[src/eval_pkg.sv]
package eval_pkg;

   typedef logic [3:0] piece_t;           // Square code, bit 3 set for black
   typedef logic [255:0] board_t;         // 64 squares, a1 in the low nibble
   typedef logic [31:0] rank_t;           // One rank of 8 squares
   typedef logic signed [15:0] eval_t;    // Centipawns, positive favours white
   typedef logic signed [23:0] sum_t;     // MG and EG accumulators
   typedef logic [31:0] material_t;       // Material total of one side
   typedef logic [6:0] count_t;           // Piece count
   typedef logic [5:0] phase_t;           // Clamped phase 0..62
   typedef logic signed [47:0] calc_t;    // Taper fixed-point products

   localparam int SCAN_CYCLES = 8;        // One rank per cycle
   localparam int TAPER_LATENCY = 4;      // Taper pipe depth
   localparam int BLACK_BIT = 3;          // Colour bit in piece_t

   typedef logic [$clog2(SCAN_CYCLES)-1:0] rank_idx_t;
   typedef logic [$clog2(TAPER_LATENCY):0] drain_cnt_t;

   // Square codes
   localparam piece_t EMPTY = 4'd0;
   localparam piece_t W_PAWN = 4'd1;
   localparam piece_t W_KNIGHT = 4'd2;
   localparam piece_t W_BISHOP = 4'd3;
   localparam piece_t W_ROOK = 4'd4;
   localparam piece_t W_QUEEN = 4'd5;
   localparam piece_t W_KING = 4'd6;
   localparam piece_t B_PAWN = 4'd9;
   localparam piece_t B_KNIGHT = 4'd10;
   localparam piece_t B_BISHOP = 4'd11;
   localparam piece_t B_ROOK = 4'd12;
   localparam piece_t B_QUEEN = 4'd13;
   localparam piece_t B_KING = 4'd14;

   // Indexed by piece kind (code bits 2:0), kinds 0 and 7 unused
   localparam eval_t MG_VALUE [8] = '{0, 82, 337, 365, 477, 1025, 0, 0};
   localparam eval_t EG_VALUE [8] = '{0, 94, 281, 297, 512, 936, 0, 0};
   localparam material_t MAT_VALUE [8] = '{0, 100, 300, 325, 500, 975, 0, 0};

   localparam phase_t PHASE_MAX = 6'd62;  // Full board phase cap
   localparam calc_t RECIP_62 = 48'sd16912; // 2^20 / 62, truncated
   localparam int FRAC_BITS = 20;         // Fraction bits of RECIP_62

   typedef enum logic [2:0]
   {
      st_idle,                            // Board register tracks board_in
      st_wait_attack,                     // Board captured, attack maps pending
      st_scan,                            // Material scan running
      st_drain,                           // Taper pipe settling
      st_hold                             // Result valid until clear_eval
   } ctrl_state_t;

endpackage

[src/eval_ctrl.sv]
`timescale 1ns/1ns

module eval_ctrl
   (
   input  logic clk,
   input  logic reset,
   input  logic board_valid,              // Capture on rising edge
   input  logic is_attacking_done,        // Level from attack generator
   input  logic scan_done,                // Level from material_scan
   input  logic drain_expired,            // Pulse from latency_timer
   input  logic clear_eval,               // Releases the held result
   output logic board_load,               // Board register enable
   output logic scan_start,               // One-cycle pulse
   output logic drain_start,              // One-cycle pulse
   output logic eval_valid                // High in st_hold
   );

   eval_pkg::ctrl_state_t state;
   logic board_valid_r;                   // Previous board_valid for edge detect

   assign board_load = (state == eval_pkg::st_idle);  // Track board_in while idle
   assign eval_valid = (state == eval_pkg::st_hold);

   always_ff @(posedge clk)
   begin
      if (reset)
      begin
         state <= eval_pkg::st_idle;
         board_valid_r <= 1'b0;
         scan_start <= 1'b0;
         drain_start <= 1'b0;
      end
      else
      begin
         board_valid_r <= board_valid;
         scan_start <= 1'b0;              // Pulses default low
         drain_start <= 1'b0;
         case (state)
            eval_pkg::st_idle:
            begin
               if (board_valid && !board_valid_r)    // Rising edge only
                  state <= eval_pkg::st_wait_attack; // Board register now frozen
            end
            eval_pkg::st_wait_attack:
            begin
               if (is_attacking_done)
               begin
                  scan_start <= 1'b1;
                  state <= eval_pkg::st_scan;
               end
            end
            eval_pkg::st_scan:
            begin
               // scan_done from the last board is still high while scan_start is
               if (scan_done && !scan_start)
               begin
                  drain_start <= 1'b1;
                  state <= eval_pkg::st_drain;
               end
            end
            eval_pkg::st_drain:
            begin
               if (drain_expired)
                  state <= eval_pkg::st_hold; // Taper output settled
            end
            eval_pkg::st_hold:
            begin
               if (clear_eval)
                  state <= eval_pkg::st_idle;
            end
            default:
            begin
               state <= eval_pkg::st_idle;
            end
         endcase
      end
   end

endmodule

[src/latency_timer.sv]
`timescale 1ns/1ns

module latency_timer
   (
   input  logic clk,
   input  logic reset,
   input  logic drain_start,              // Loads the counter
   output logic drain_expired             // One-cycle pulse at the end
   );

   eval_pkg::drain_cnt_t count;           // Zero when idle

   always_ff @(posedge clk)
   begin
      if (reset)
      begin
         count <= '0;
         drain_expired <= 1'b0;
      end
      else
      begin
         drain_expired <= (count == eval_pkg::drain_cnt_t'(1)); // Last step
         if (drain_start)
            count <= eval_pkg::drain_cnt_t'(eval_pkg::TAPER_LATENCY - 1);
         else if (count != '0)
            count <= count - 1'b1;
      end
   end

endmodule

[src/material_scan.sv]
`timescale 1ns/1ns

module material_scan
   (
   input  logic clk,
   input  logic reset,
   input  logic scan_start,               // Clears sums, starts at rank 1
   input  eval_pkg::board_t board,        // Captured board, stable during scan
   output logic scan_done,                // Held until next scan_start
   output eval_pkg::sum_t mg_sum,         // White minus black, middlegame
   output eval_pkg::sum_t eg_sum,         // White minus black, endgame
   output eval_pkg::count_t piece_count,  // Occupied squares
   output eval_pkg::material_t material_white,
   output eval_pkg::material_t material_black,
   output logic insufficient_material
   );

   logic busy;                            // Scan in progress
   eval_pkg::rank_idx_t rank_idx;         // Rank being summed
   eval_pkg::rank_t rank_sq;              // Squares of the current rank
   logic last_rank;
   logic insuff_nxt;

   // Per-rank lookup results
   eval_pkg::sum_t rank_mg;
   eval_pkg::sum_t rank_eg;
   eval_pkg::material_t rank_mat_w;
   eval_pkg::material_t rank_mat_b;
   eval_pkg::count_t rank_occ;
   eval_pkg::count_t rank_pawn_w;
   eval_pkg::count_t rank_pawn_b;
   eval_pkg::count_t rank_major_w;        // Rooks and queens
   eval_pkg::count_t rank_major_b;
   eval_pkg::count_t rank_minor_w;        // Knights and bishops
   eval_pkg::count_t rank_minor_b;

   // Running per-side counts
   eval_pkg::count_t pawn_w;
   eval_pkg::count_t pawn_b;
   eval_pkg::count_t major_w;
   eval_pkg::count_t major_b;
   eval_pkg::count_t minor_w;
   eval_pkg::count_t minor_b;

   assign rank_sq = board[rank_idx * $bits(eval_pkg::rank_t) +: $bits(eval_pkg::rank_t)];
   assign last_rank = (rank_idx == eval_pkg::rank_idx_t'(eval_pkg::SCAN_CYCLES - 1));

   always_comb
   begin : rank_lookup
      eval_pkg::piece_t sq;
      logic [2:0] kind;
      rank_mg = '0;
      rank_eg = '0;
      rank_mat_w = '0;
      rank_mat_b = '0;
      rank_occ = '0;
      rank_pawn_w = '0;
      rank_pawn_b = '0;
      rank_major_w = '0;
      rank_major_b = '0;
      rank_minor_w = '0;
      rank_minor_b = '0;
      for (int i = 0; i < 8; i++)
      begin
         sq = rank_sq[i * $bits(eval_pkg::piece_t) +: $bits(eval_pkg::piece_t)];
         kind = sq[2:0];                  // Kind without colour
         if (sq != eval_pkg::EMPTY)
            rank_occ = rank_occ + 1'b1;
         if (sq[eval_pkg::BLACK_BIT])
         begin
            rank_mg = rank_mg - eval_pkg::sum_t'(eval_pkg::MG_VALUE[kind]);
            rank_eg = rank_eg - eval_pkg::sum_t'(eval_pkg::EG_VALUE[kind]);
            rank_mat_b = rank_mat_b + eval_pkg::MAT_VALUE[kind];
            if (kind == eval_pkg::B_PAWN[2:0])
               rank_pawn_b = rank_pawn_b + 1'b1;
            if (kind == eval_pkg::B_ROOK[2:0] || kind == eval_pkg::B_QUEEN[2:0])
               rank_major_b = rank_major_b + 1'b1;
            if (kind == eval_pkg::B_KNIGHT[2:0] || kind == eval_pkg::B_BISHOP[2:0])
               rank_minor_b = rank_minor_b + 1'b1;
         end
         else
         begin
            rank_mg = rank_mg + eval_pkg::sum_t'(eval_pkg::MG_VALUE[kind]); // Empty adds 0
            rank_eg = rank_eg + eval_pkg::sum_t'(eval_pkg::EG_VALUE[kind]);
            rank_mat_w = rank_mat_w + eval_pkg::MAT_VALUE[kind];
            if (kind == eval_pkg::W_PAWN[2:0])
               rank_pawn_w = rank_pawn_w + 1'b1;
            if (kind == eval_pkg::W_ROOK[2:0] || kind == eval_pkg::W_QUEEN[2:0])
               rank_major_w = rank_major_w + 1'b1;
            if (kind == eval_pkg::W_KNIGHT[2:0] || kind == eval_pkg::W_BISHOP[2:0])
               rank_minor_w = rank_minor_w + 1'b1;
         end
      end
   end

   // Decided on the totals including the last rank
   assign insuff_nxt = (pawn_w + rank_pawn_w == '0) && (pawn_b + rank_pawn_b == '0) &&
                       (major_w + rank_major_w == '0) && (major_b + rank_major_b == '0) &&
                       (minor_w + rank_minor_w <= 7'd1) && (minor_b + rank_minor_b <= 7'd1);

   always_ff @(posedge clk)
   begin
      if (reset)
      begin
         busy <= 1'b0;
         rank_idx <= '0;
         scan_done <= 1'b0;
         insufficient_material <= 1'b0;
      end
      else if (scan_start)
      begin
         busy <= 1'b1;
         rank_idx <= '0;                  // a1 rank first
         scan_done <= 1'b0;
         insufficient_material <= 1'b0;
      end
      else if (busy)
      begin
         rank_idx <= rank_idx + 1'b1;
         if (last_rank)
         begin
            busy <= 1'b0;
            scan_done <= 1'b1;
            insufficient_material <= insuff_nxt;
         end
      end
   end

   always_ff @(posedge clk)
   begin
      if (scan_start)
      begin
         mg_sum <= '0;
         eg_sum <= '0;
         piece_count <= '0;
         material_white <= '0;
         material_black <= '0;
         pawn_w <= '0;
         pawn_b <= '0;
         major_w <= '0;
         major_b <= '0;
         minor_w <= '0;
         minor_b <= '0;
      end
      else if (busy)                      // Hold once scan is done
      begin
         mg_sum <= mg_sum + rank_mg;
         eg_sum <= eg_sum + rank_eg;
         piece_count <= piece_count + rank_occ;
         material_white <= material_white + rank_mat_w;
         material_black <= material_black + rank_mat_b;
         pawn_w <= pawn_w + rank_pawn_w;
         pawn_b <= pawn_b + rank_pawn_b;
         major_w <= major_w + rank_major_w;
         major_b <= major_b + rank_major_b;
         minor_w <= minor_w + rank_minor_w;
         minor_b <= minor_b + rank_minor_b;
      end
   end

endmodule

[src/taper_pipe.sv]
`timescale 1ns/1ns

module taper_pipe
   (
   input  logic clk,
   input  eval_pkg::sum_t mg_sum,
   input  eval_pkg::sum_t eg_sum,
   input  eval_pkg::count_t piece_count,  // Becomes the phase
   output eval_pkg::eval_t eval           // TAPER_LATENCY cycles after inputs
   );

   // Stage 1
   eval_pkg::sum_t mg_s1;
   eval_pkg::sum_t eg_s1;
   eval_pkg::phase_t phase_s1;
   // Stage 2
   eval_pkg::calc_t blend_s2;             // mg*phase + eg*(62-phase)
   // Stage 3
   eval_pkg::calc_t prod_s3;              // Scaled by 2^20/62

   always_ff @(posedge clk)
   begin
      mg_s1 <= mg_sum;
      eg_s1 <= eg_sum;
      if (piece_count > eval_pkg::count_t'(eval_pkg::PHASE_MAX))
         phase_s1 <= eval_pkg::PHASE_MAX; // Clamp at 62
      else
         phase_s1 <= eval_pkg::phase_t'(piece_count);
   end

   always_ff @(posedge clk)
   begin
      blend_s2 <= eval_pkg::calc_t'(mg_s1) * eval_pkg::calc_t'(phase_s1) +
                  eval_pkg::calc_t'(eg_s1) *
                  (eval_pkg::calc_t'(eval_pkg::PHASE_MAX) - eval_pkg::calc_t'(phase_s1));
   end

   always_ff @(posedge clk)
   begin
      prod_s3 <= blend_s2 * eval_pkg::RECIP_62; // Divide by 62 as multiply
   end

   always_ff @(posedge clk)
   begin
      // Signed divide by 2^20 truncates to zero
      eval <= eval_pkg::eval_t'(prod_s3 / (eval_pkg::calc_t'(1) <<< eval_pkg::FRAC_BITS));
   end

endmodule

[src/eval_top.sv]
`timescale 1ns/1ns

module eval_top
   (
   input  logic clk,
   input  logic reset,
   input  logic board_valid,              // Rising edge captures board_in
   input  eval_pkg::board_t board_in,
   input  logic is_attacking_done,        // Level, starts the scan
   input  logic clear_eval,               // Ends the result hold
   output eval_pkg::eval_t eval,
   output logic eval_valid,
   output eval_pkg::material_t material_white,
   output eval_pkg::material_t material_black,
   output logic insufficient_material
   );

   eval_pkg::board_t board;               // Captured board
   logic board_load;
   logic scan_start;
   logic scan_done;
   logic drain_start;
   logic drain_expired;
   eval_pkg::sum_t mg_sum;
   eval_pkg::sum_t eg_sum;
   eval_pkg::count_t piece_count;

   // Follows board_in while idle, frozen from the capture edge on
   always_ff @(posedge clk)
   begin
      if (board_load)
         board <= board_in;
   end

   eval_ctrl ctrl_i
   (
      .clk               (clk),
      .reset             (reset),
      .board_valid       (board_valid),
      .is_attacking_done (is_attacking_done),
      .scan_done         (scan_done),
      .drain_expired     (drain_expired),
      .clear_eval        (clear_eval),
      .board_load        (board_load),
      .scan_start        (scan_start),
      .drain_start       (drain_start),
      .eval_valid        (eval_valid)
   );

   latency_timer timer_i
   (
      .clk           (clk),
      .reset         (reset),
      .drain_start   (drain_start),
      .drain_expired (drain_expired)
   );

   material_scan scan_i
   (
      .clk                   (clk),
      .reset                 (reset),
      .scan_start            (scan_start),
      .board                 (board),
      .scan_done             (scan_done),
      .mg_sum                (mg_sum),
      .eg_sum                (eg_sum),
      .piece_count           (piece_count),
      .material_white        (material_white),
      .material_black        (material_black),
      .insufficient_material (insufficient_material)
   );

   // Free running, settles during st_drain
   taper_pipe taper_i
   (
      .clk         (clk),
      .mg_sum      (mg_sum),
      .eg_sum      (eg_sum),
      .piece_count (piece_count),
      .eval        (eval)
   );

endmodule

[config.mk]
export PLATFORM = sky130hd
export DESIGN_NAME = eval_top
export DESIGN_NICKNAME = d
export VERILOG_FILES = /design/src/eval_pkg.sv /design/src/eval_ctrl.sv /design/src/latency_timer.sv /design/src/material_scan.sv /design/src/taper_pipe.sv /design/src/eval_top.sv
export SDC_FILE = /design/constraint.sdc
export NUM_CORES = 2
export LEC_CHECK = 0
export ABC_AREA = 1
export BUFFER_PORTS_ARGS = -buffer_cell sky130_fd_sc_hd__buf_2
export CAP_MARGIN = 20
export CORE_ASPECT_RATIO = 1.25
export CORE_MARGIN = 2
export CORE_UTILIZATION = 48
export CTS_CLUSTER_DIAMETER = 80
export DETAILED_ROUTE_END_ITERATION = 10
export MAX_ROUTING_LAYER = met4
export PLACE_DENSITY = 0.71
export SLEW_MARGIN = 10
export SYNTH_ARGS = -nofsm -noshare
export SYNTH_HDL_FRONTEND = slang
export SYNTH_HIERARCHICAL = 1
export SYNTH_SLANG_ARGS = --single-unit
[constraint.sdc]
create_clock -name clk -period 15.3 [get_ports clk]
set_clock_uncertainty 0.15 [all_clocks]
set_input_delay 3.06 -clock clk [delete_from_list [all_inputs] [get_ports clk]]
set_output_delay 3.06 -clock clk [all_outputs]
set_load 0.02 [all_outputs]
**After elaboration in Yosys (flattened, before gate mapping)**

Memory sizes are Yosys's and may differ from the RTL's.
Index checks and enable logic that the tools add are counted.

- Register bits after elaboration: 595
- ROM bits: 4096
- Bits of input ports: 261
- Output and inout port bits: 82
- Word-level logic and storage cells: 480
- Memories kept: 24

Memories:

| name | depth | width | read ports | clocked after Yosys merged registers in | write ports | line | source |
|---|---|---|---|---|---|---|---|
| (no name shown) | 8 | 32 | 1 | 0 | 0 | material_scan.sv:73 | `rank_mat_b = rank_mat_b + eval_pkg::MAT_VALUE[kind];` |
| (no name shown) | 8 | 32 | 1 | 0 | 0 | material_scan.sv:73 |  |
| (no name shown) | 8 | 32 | 1 | 0 | 0 | material_scan.sv:73 |  |
| (no name shown) | 8 | 32 | 1 | 0 | 0 | material_scan.sv:73 |  |
| (no name shown) | 8 | 32 | 1 | 0 | 0 | material_scan.sv:73 |  |
| (no name shown) | 8 | 32 | 1 | 0 | 0 | material_scan.sv:85 | `rank_mat_w = rank_mat_w + eval_pkg::MAT_VALUE[kind];` |
| +18 memories | n/a | n/a | n/a | n/a | n/a | n/a |  |

- Add/sub/neg operators: 109
- Multipliers: 3
- $lt $le $gt $ge: 11
- Equality and inequality tests: 51
- Shifts and indexed selects: 1
- Multiplexer cells: 194
- Bitwise gates (word level): 11
- Reductions and logical operators: 47

Operators with widths:

| kind | number |
|---|---|
| 2-to-1 mux 32 bit | 32 |
| 2-to-1 mux 7 bit | 97 |
| adder 32 bit | 16 |
| 2-to-1 mux 16 bit | 32 |
| 2-to-1 mux 24 bit | 16 |
| adder 24 x 16 -> 24 bit | 14 |
| adder 7 x 1 -> 7 bit (second input constant) | 48 |
| subtractor 24 x 16 -> 24 bit | 14 |
| indexed part select 256 x 9 -> 32 bit | 1 |
| multiplier 24 x 7 -> 31 bit | 2 |
| equality test 3 x 2 -> 1 bit (second input constant) | 18 |
| equality test 3 bit (second input constant) | 18 |
| adder 7 bit | 7 |
| adder 24 bit | 2 |
| adder 48 bit | 1 |
| multiplier 48 x 12 -> 44 bit (second input constant) | 1 |
| subtractor 1 x 16 -> 17 bit (first input constant) | 2 |
| greater-or-equal comparator 4 bit (second input constant) | 8 |
| NOT 3 -> 4 bit | 8 |
| nonzero test 4 bit | 8 |
| equality test 3 x 1 -> 1 bit (second input constant) | 10 |
| zero test 7 bit | 4 |
| adder 16 x 1 -> 16 bit | 1 |
| logical OR 1 bit | 16 |
| 23 further kinds | 51 |

**Logic depth before layout (Yosys ltp)**

- Word-level depth: 32
- Gate-level depth with buffers: 86
- Depth with buffers taken out: 83

**By module**

Netlist, hierarchy kept.

Modules (own cells, without submodules):

| module | times used | cells each | area each (um^2) | sequential area each (um^2) |
|---|---|---|---|---|
| material_scan | 1 | 7140 | 44213.7 | 3343.2 |
| taper_pipe | 1 | 2278 | 18520.3 | 2702.6 |
| eval_top | 1 | 256 | 7687.4 | 7687.4 |
| eval_ctrl | 1 | 55 | 351.6 | 120.1 |
| latency_timer | 1 | 29 | 217.7 | 80.1 |

**Worst setup path after synthesis**

OpenSTA, ideal clock, no wires.

- Path kind: reg-to-reg
- Start: reg ctrl_i.state[1]
- End: reg board[0] (enable)
- Setup time: 877 ps
- Arrival: 11096 ps
- Required time: 14273 ps
- Path slack: 3177 ps
- Stages on the path, launching flop included: 4
- Path buffers: 0
- Clock period less this slack: 12123 ps
- Cells stage by stage: dfxtp_1 > inv_2 > nand2_2 > nor2_1

- Cells in the longest elaborated chain, start to end: 1

Ends and longest elaborated chain:

| element | line | source |
|---|---|---|
| from (decl) | eval_ctrl.sv:18 | `eval_pkg::ctrl_state_t state;` |
| from (signal assigned) | eval_ctrl.sv:28 | `state <= eval_pkg::st_idle;` |
| from (signal assigned) | eval_ctrl.sv:42 | `state <= eval_pkg::st_wait_attack;` |
| from (signal assigned) | eval_ctrl.sv:49 | `state <= eval_pkg::st_scan;` |
| zero test 3 bit | eval_ctrl.sv:21 | `assign board_load = (state == eval_pkg::st_idle);` |
| named net board_load | eval_top.sv:19 | `logic board_load;` |
| to (signal assigned) | eval_top.sv:32 | `board <= board_in;` |
| to (decl) | eval_top.sv:18 | `eval_pkg::board_t board;` |

The timed path passes the listed nets, and every way through them passes these cells.
A chain may end at the register's enable or synchronous reset.

**Worst setup path after layout**

- Start: reg scan_i.rank_idx[0]
- End: reg scan_i.material_white[26]

- Cells in the longest elaborated chain, start to end: 21
- Elaborated cells on any way between the ends: 49
- Classes of those cells: 8 x add/sub; 1 x shift; 24 x mux; 8 x bitwise; 8 x memory

Ends and longest elaborated chain:

| element | line | source |
|---|---|---|
| from (decl) | material_scan.sv:19 | `eval_pkg::rank_idx_t rank_idx;` |
| from (signal assigned) | material_scan.sv:119 | `rank_idx <= rank_idx + 1'b1;` |
| indexed part select 256 x 9 -> 32 bit * | material_scan.sv:45 | `assign rank_sq = board[rank_idx * $bits(eval_pkg::rank_t) +: $bits(eval_pkg::rank_t)];` |
| NOT 3 -> 4 bit (implied by the code) | material_scan.sv:85 |  |
| memory read (8 x 32 bit) | n/a |  |
| 2-to-1 mux 32 bit (implied by the code) (2 in series) | material_scan.sv:85 |  |
| 2-to-1 mux 32 bit | material_scan.sv:69 | `if (sq[eval_pkg::BLACK_BIT])` |
| adder 32 bit | material_scan.sv:85 |  |
| 2-to-1 mux 32 bit | material_scan.sv:69 |  |
| adder 32 bit | material_scan.sv:85 |  |
| [4 not listed] | n/a |  |
| 2-to-1 mux 32 bit | material_scan.sv:69 |  |
| adder 32 bit | material_scan.sv:85 |  |
| 2-to-1 mux 32 bit | material_scan.sv:69 |  |
| adder 32 bit | material_scan.sv:85 |  |
| 2-to-1 mux 32 bit | material_scan.sv:69 |  |
| adder 32 bit | material_scan.sv:85 |  |
| 2-to-1 mux 32 bit * | material_scan.sv:69 |  |
| adder 32 bit * | material_scan.sv:150 | `material_white <= material_white + rank_mat_w;` |
| to (signal assigned) | material_scan.sv:150 |  |
| to (decl) | material_scan.sv:13 | `output eval_pkg::material_t material_white,` |

Mark *: on every way between the ends. The rest lies on a longest branch, timed or not. The select of a mux whose other input is x is not followed.

==> flow_summary.ini <==
[die]
initial_core_util_pct = 48.4
die_height_um = 434
ioPinCount = 343
design.die.area_mm2 = 0.151
std_cell_rows = 157
core_region_area_mm2 = 0.147
die_x_um = 348

[cts]
post-cts-setup-buffer-count = 0
clock_sink_count = 568
cts_buffers = 61
cts_buffer_depth = 3
cts_tree = built
clk_transition_reported_paths_ns = 0.07
cts-root-buf = sky130_fd_sc_hd__clkbuf_16
cts_htree_levels = 2
latest_clock_arrival_within_the_worst_skew_pair_ns = 0.73
ctsHoldBuffers = 0
post_cts.resized_instances = 0

[setup_path]
worst_setup_path_end_kind = flip-flop
critical_path.most_common_cell = sky130_fd_sc_hd__inv_1
worst_ep_arrival_ns = 14.29
launching_element_type_of_the_critical_path = flip-flop
r2r_start = scan_i/rank_idx[0]
crit_type = flip-flop to flip-flop
critical_path.endpoint = scan_i/material_white[26]
worstPathMaxFanout = 58
required_worst_endpoint_ns = 15.73
internal_reg_to_reg_setup_slack_ns = 1.44
critical-path-slowest-cell = sky130_fd_sc_hd__o21ai_1
biggest_cell_delay_along_the_critical_path_ns = 0.58
reg2reg_to = scan_i/material_white[26]
worst_setup_path_startpoint = scan_i/rank_idx[0]
ff2ff_path_depth = 76

[sta]
finalHoldViolCount = 0
drv_slew = 0
tightestPinTransition_ns = 1.24
min_period_over_period_pct = 90.6
finalWorstPathRequiredPeriod_ns = 13.86
timing.setup.tns_ns = 0
max-slew-margin-rel_pct = 17.0
max_freq_ghz = 0.0721
rsz0062_at_grt = false
number_of_failing_setup_endpoints_in_the_final_timing_report = 0

[synth]
synth_area_mm2 = 0.0710
synth.yosys.warnings = 6
synth_cell_types = 87
number_of_flip_flops_and_latches_in_the_synthesized_netlist = 568
synth_top_area_share_pct = 16.7
synthArstFlopShare_pct = 0
syn_avg_cell_area_um2 = 7.28
netlist_instances = 9758
synth_enable_flop_cells = 256
synth_top_cells_by_area = sky130_fd_sc_hd__ha_1 17%, sky130_fd_sc_hd__edfxtp_1 11%, sky130_fd_sc_hd__nand2_1 10%
synth_top_area_cell = sky130_fd_sc_hd__ha_1
ys_seq_area_share_pct = 19.6
ys.flop_type = sky130_fd_sc_hd__dfxtp_1

[drt]
first_pass_iters = 6
drt-wirelength-per-cell_um = 18.7
routed_wirelength_um = 224000
detailedRoute.firstIterationViolations = 3988
antenna_left = 0
vias_per_cell = 5.35
via_count = 64200
drc = 0

[layout]
post_route_cells_drive_above_1_share_pct = 8.00
mostFrequentLayoutCells = 1955 x sky130_fd_sc_hd__nand2_1, 1586 x sky130_fd_sc_hd__inv_1, 945 x sky130_fd_sc_hd__ha_1, 880 x sky130_fd_sc_hd__nor2_1, 686 x sky130_fd_sc_hd__a21oi_1
final_stage_net_count = 11600
layout-area-overhead-vs-synth_pct = 7.96
mostFrequentLayoutCell = sky130_fd_sc_hd__nand2_1

[global_routing]
grt_antenna_before_repair = 11
first_global_vias = 63800
grt_pass1_wl_um = 345000
grt_max_degree = 186
gr_ovfl_total = 0
grt_util_all_layers_pct = 30.0

[run_status]
run_status = finished clean

[flow_run]
max_cap_viol_count = 0

[place]
detailed_place_hpwl_um = 189000
buffer_ports.inserted = 342
gpl.final_weighted_congestion = 1.02

[min_path]
hold_class = flip-flop to flip-flop
per-layer routing:
layer | global-route usage [%] | part of all wire (%) | vias up
li1 | - | - | 32100
met4 | 21.8 | 8.5 | 0
met5 | - | 0 | -
met3 | 3.44 | 4.1 | 598
met1 | 30.1 | 37 | 29900
met2 | 54.1 | 50 | 1660
through the flow:
step | hold slack, ns | utilization [%] | instance area [um^2] | std cells | setup slack, ns
2_1_floorplan | 0.187 | - | 71000 | 9762 | 3.18
3_3_place_gp | 0.203 | 50.8 | 74500 | 11900 | 1.79
3_5_place_dp | 0.197 | 50.8 | 74500 | 11900 | 1.68
4_1_cts | 0.207 | 52.2 | 76600 | 12000 | 1.59
5_1_grt | 0.219 | 52.2 | 76600 | 12000 | 0.0520
6_report | 0.207 | 52.2 | 76600 | 12000 | 1.44
worst min path at each step:
stage	startpoint	end	cells past startpoint
detailed placement	taper_i/blend_s2[2]	taper_i/prod_s3[6]	0
global route	taper_i/blend_s2[2]	taper_i/prod_s3[6]	0
floorplan	taper_i/blend_s2[0]	taper_i/prod_s3[4]	0
finish	taper_i/blend_s2[2]	taper_i/prod_s3[6]	0
global placement	taper_i/blend_s2[1]	taper_i/prod_s3[5]	0
CTS	taper_i/blend_s2[2]	taper_i/prod_s3[6]	0
registers in the layout, indices dropped and copies added (netlist names), 6 cells and up:
signal and count:
scan_i/pawn_w 7, scan_i/eg_sum 24, taper_i/eval 16, scan_i/material_white 32, scan_i/pawn_b 7, taper_i/eg_s1 24, taper_i/blend_s2 32, taper_i/phase_s1 6
scan_i/major_w 7, scan_i/major_b 7, scan_i/mg_sum 24, scan_i/piece_count 7, taper_i/prod_s3 33, scan_i/minor_w 7, board 256, scan_i/minor_b 7
taper_i/mg_s1 24, scan_i/material_black 32
final cells by class:
type | instances | area [um^2]
Antenna cell | 11 | 27.5
Clock buffer | 72 | 1620
Clock inverter | 43 | 493
Fill cell | 14200 | 70100
Inverter | 1664 | 6260
Multi-Input combinational cell | 7337 | 49800
Sequential cell | 568 | 13900
Tap cell | 1908 | 2390
Timing Repair Buffer | 389 | 2080
cell families (layout without fill, tap and decap cells):
| family | Yosys count | after routing | share of synthesized area [%] |
|---|---|---|---|
| xor+xnor | 669 | 669 | 8.35 |
| flops | 568 | 568 | 19.6 |
| buf+inv | 1857 | 2168 | 10.2 |
| mux | 2 | 2 | 0.0282 |
| compound gates | 1755 | 1755 | 13.6 |
| fa+ha+maj | 1295 | 1295 | 26.5 |
| other cells | 1 | 16 | 0.00528 |
| simple gates | 3611 | 3611 | 21.6 |
synth_stat cells (19+ instances only):
| cell type | n |
|---|---|
| sky130_fd_sc_hd__nand4_1 | 83 |
| sky130_fd_sc_hd__o22ai_1 | 23 |
| sky130_fd_sc_hd__a21oi_1 | 686 |
| sky130_fd_sc_hd__xnor2_1 | 207 |
| sky130_fd_sc_hd__buf_2 | 43 |
| sky130_fd_sc_hd__o21bai_1 | 59 |
| sky130_fd_sc_hd__buf_6 | 20 |
| sky130_fd_sc_hd__a31oi_1 | 47 |
| sky130_fd_sc_hd__a21boi_0 | 41 |
| sky130_fd_sc_hd__nor4_1 | 29 |
| sky130_fd_sc_hd__nor3_1 | 69 |
| sky130_fd_sc_hd__edfxtp_1 | 256 |
| sky130_fd_sc_hd__fa_1 | 350 |
| sky130_fd_sc_hd__o21ai_0 | 660 |
| sky130_fd_sc_hd__clkbuf_1 | 98 |
| sky130_fd_sc_hd__ha_1 | 945 |
| sky130_fd_sc_hd__nor2_1 | 881 |
| sky130_fd_sc_hd__inv_1 | 1586 |
| sky130_fd_sc_hd__o211ai_1 | 38 |
| sky130_fd_sc_hd__nor2_2 | 29 |
| sky130_fd_sc_hd__buf_1 | 19 |
| sky130_fd_sc_hd__or2_2 | 37 |
| sky130_fd_sc_hd__nand2_2 | 53 |
| sky130_fd_sc_hd__o21ai_1 | 75 |
| sky130_fd_sc_hd__dfxtp_1 | 312 |
| sky130_fd_sc_hd__nand3_1 | 360 |
| sky130_fd_sc_hd__xor2_1 | 454 |
| sky130_fd_sc_hd__inv_2 | 69 |
| sky130_fd_sc_hd__nand2_1 | 1957 |
critical path, delay by kind of cell, from the launching register on:
family | cells | cell delay, ns
buffers and inverters | 14 | 1.50
AOI/OAI and AO/OA | 25 | 4.90
adders and majority gates | 10 | 3.29
and+or+nand+nor | 26 | 3.31
DFF | 1 | 0.39
xor gates and xnor gates | 1 | 0.16
Power is not shown: default switching activity piles up to over one toggle a cycle in this logic, so the estimate is an artifact.
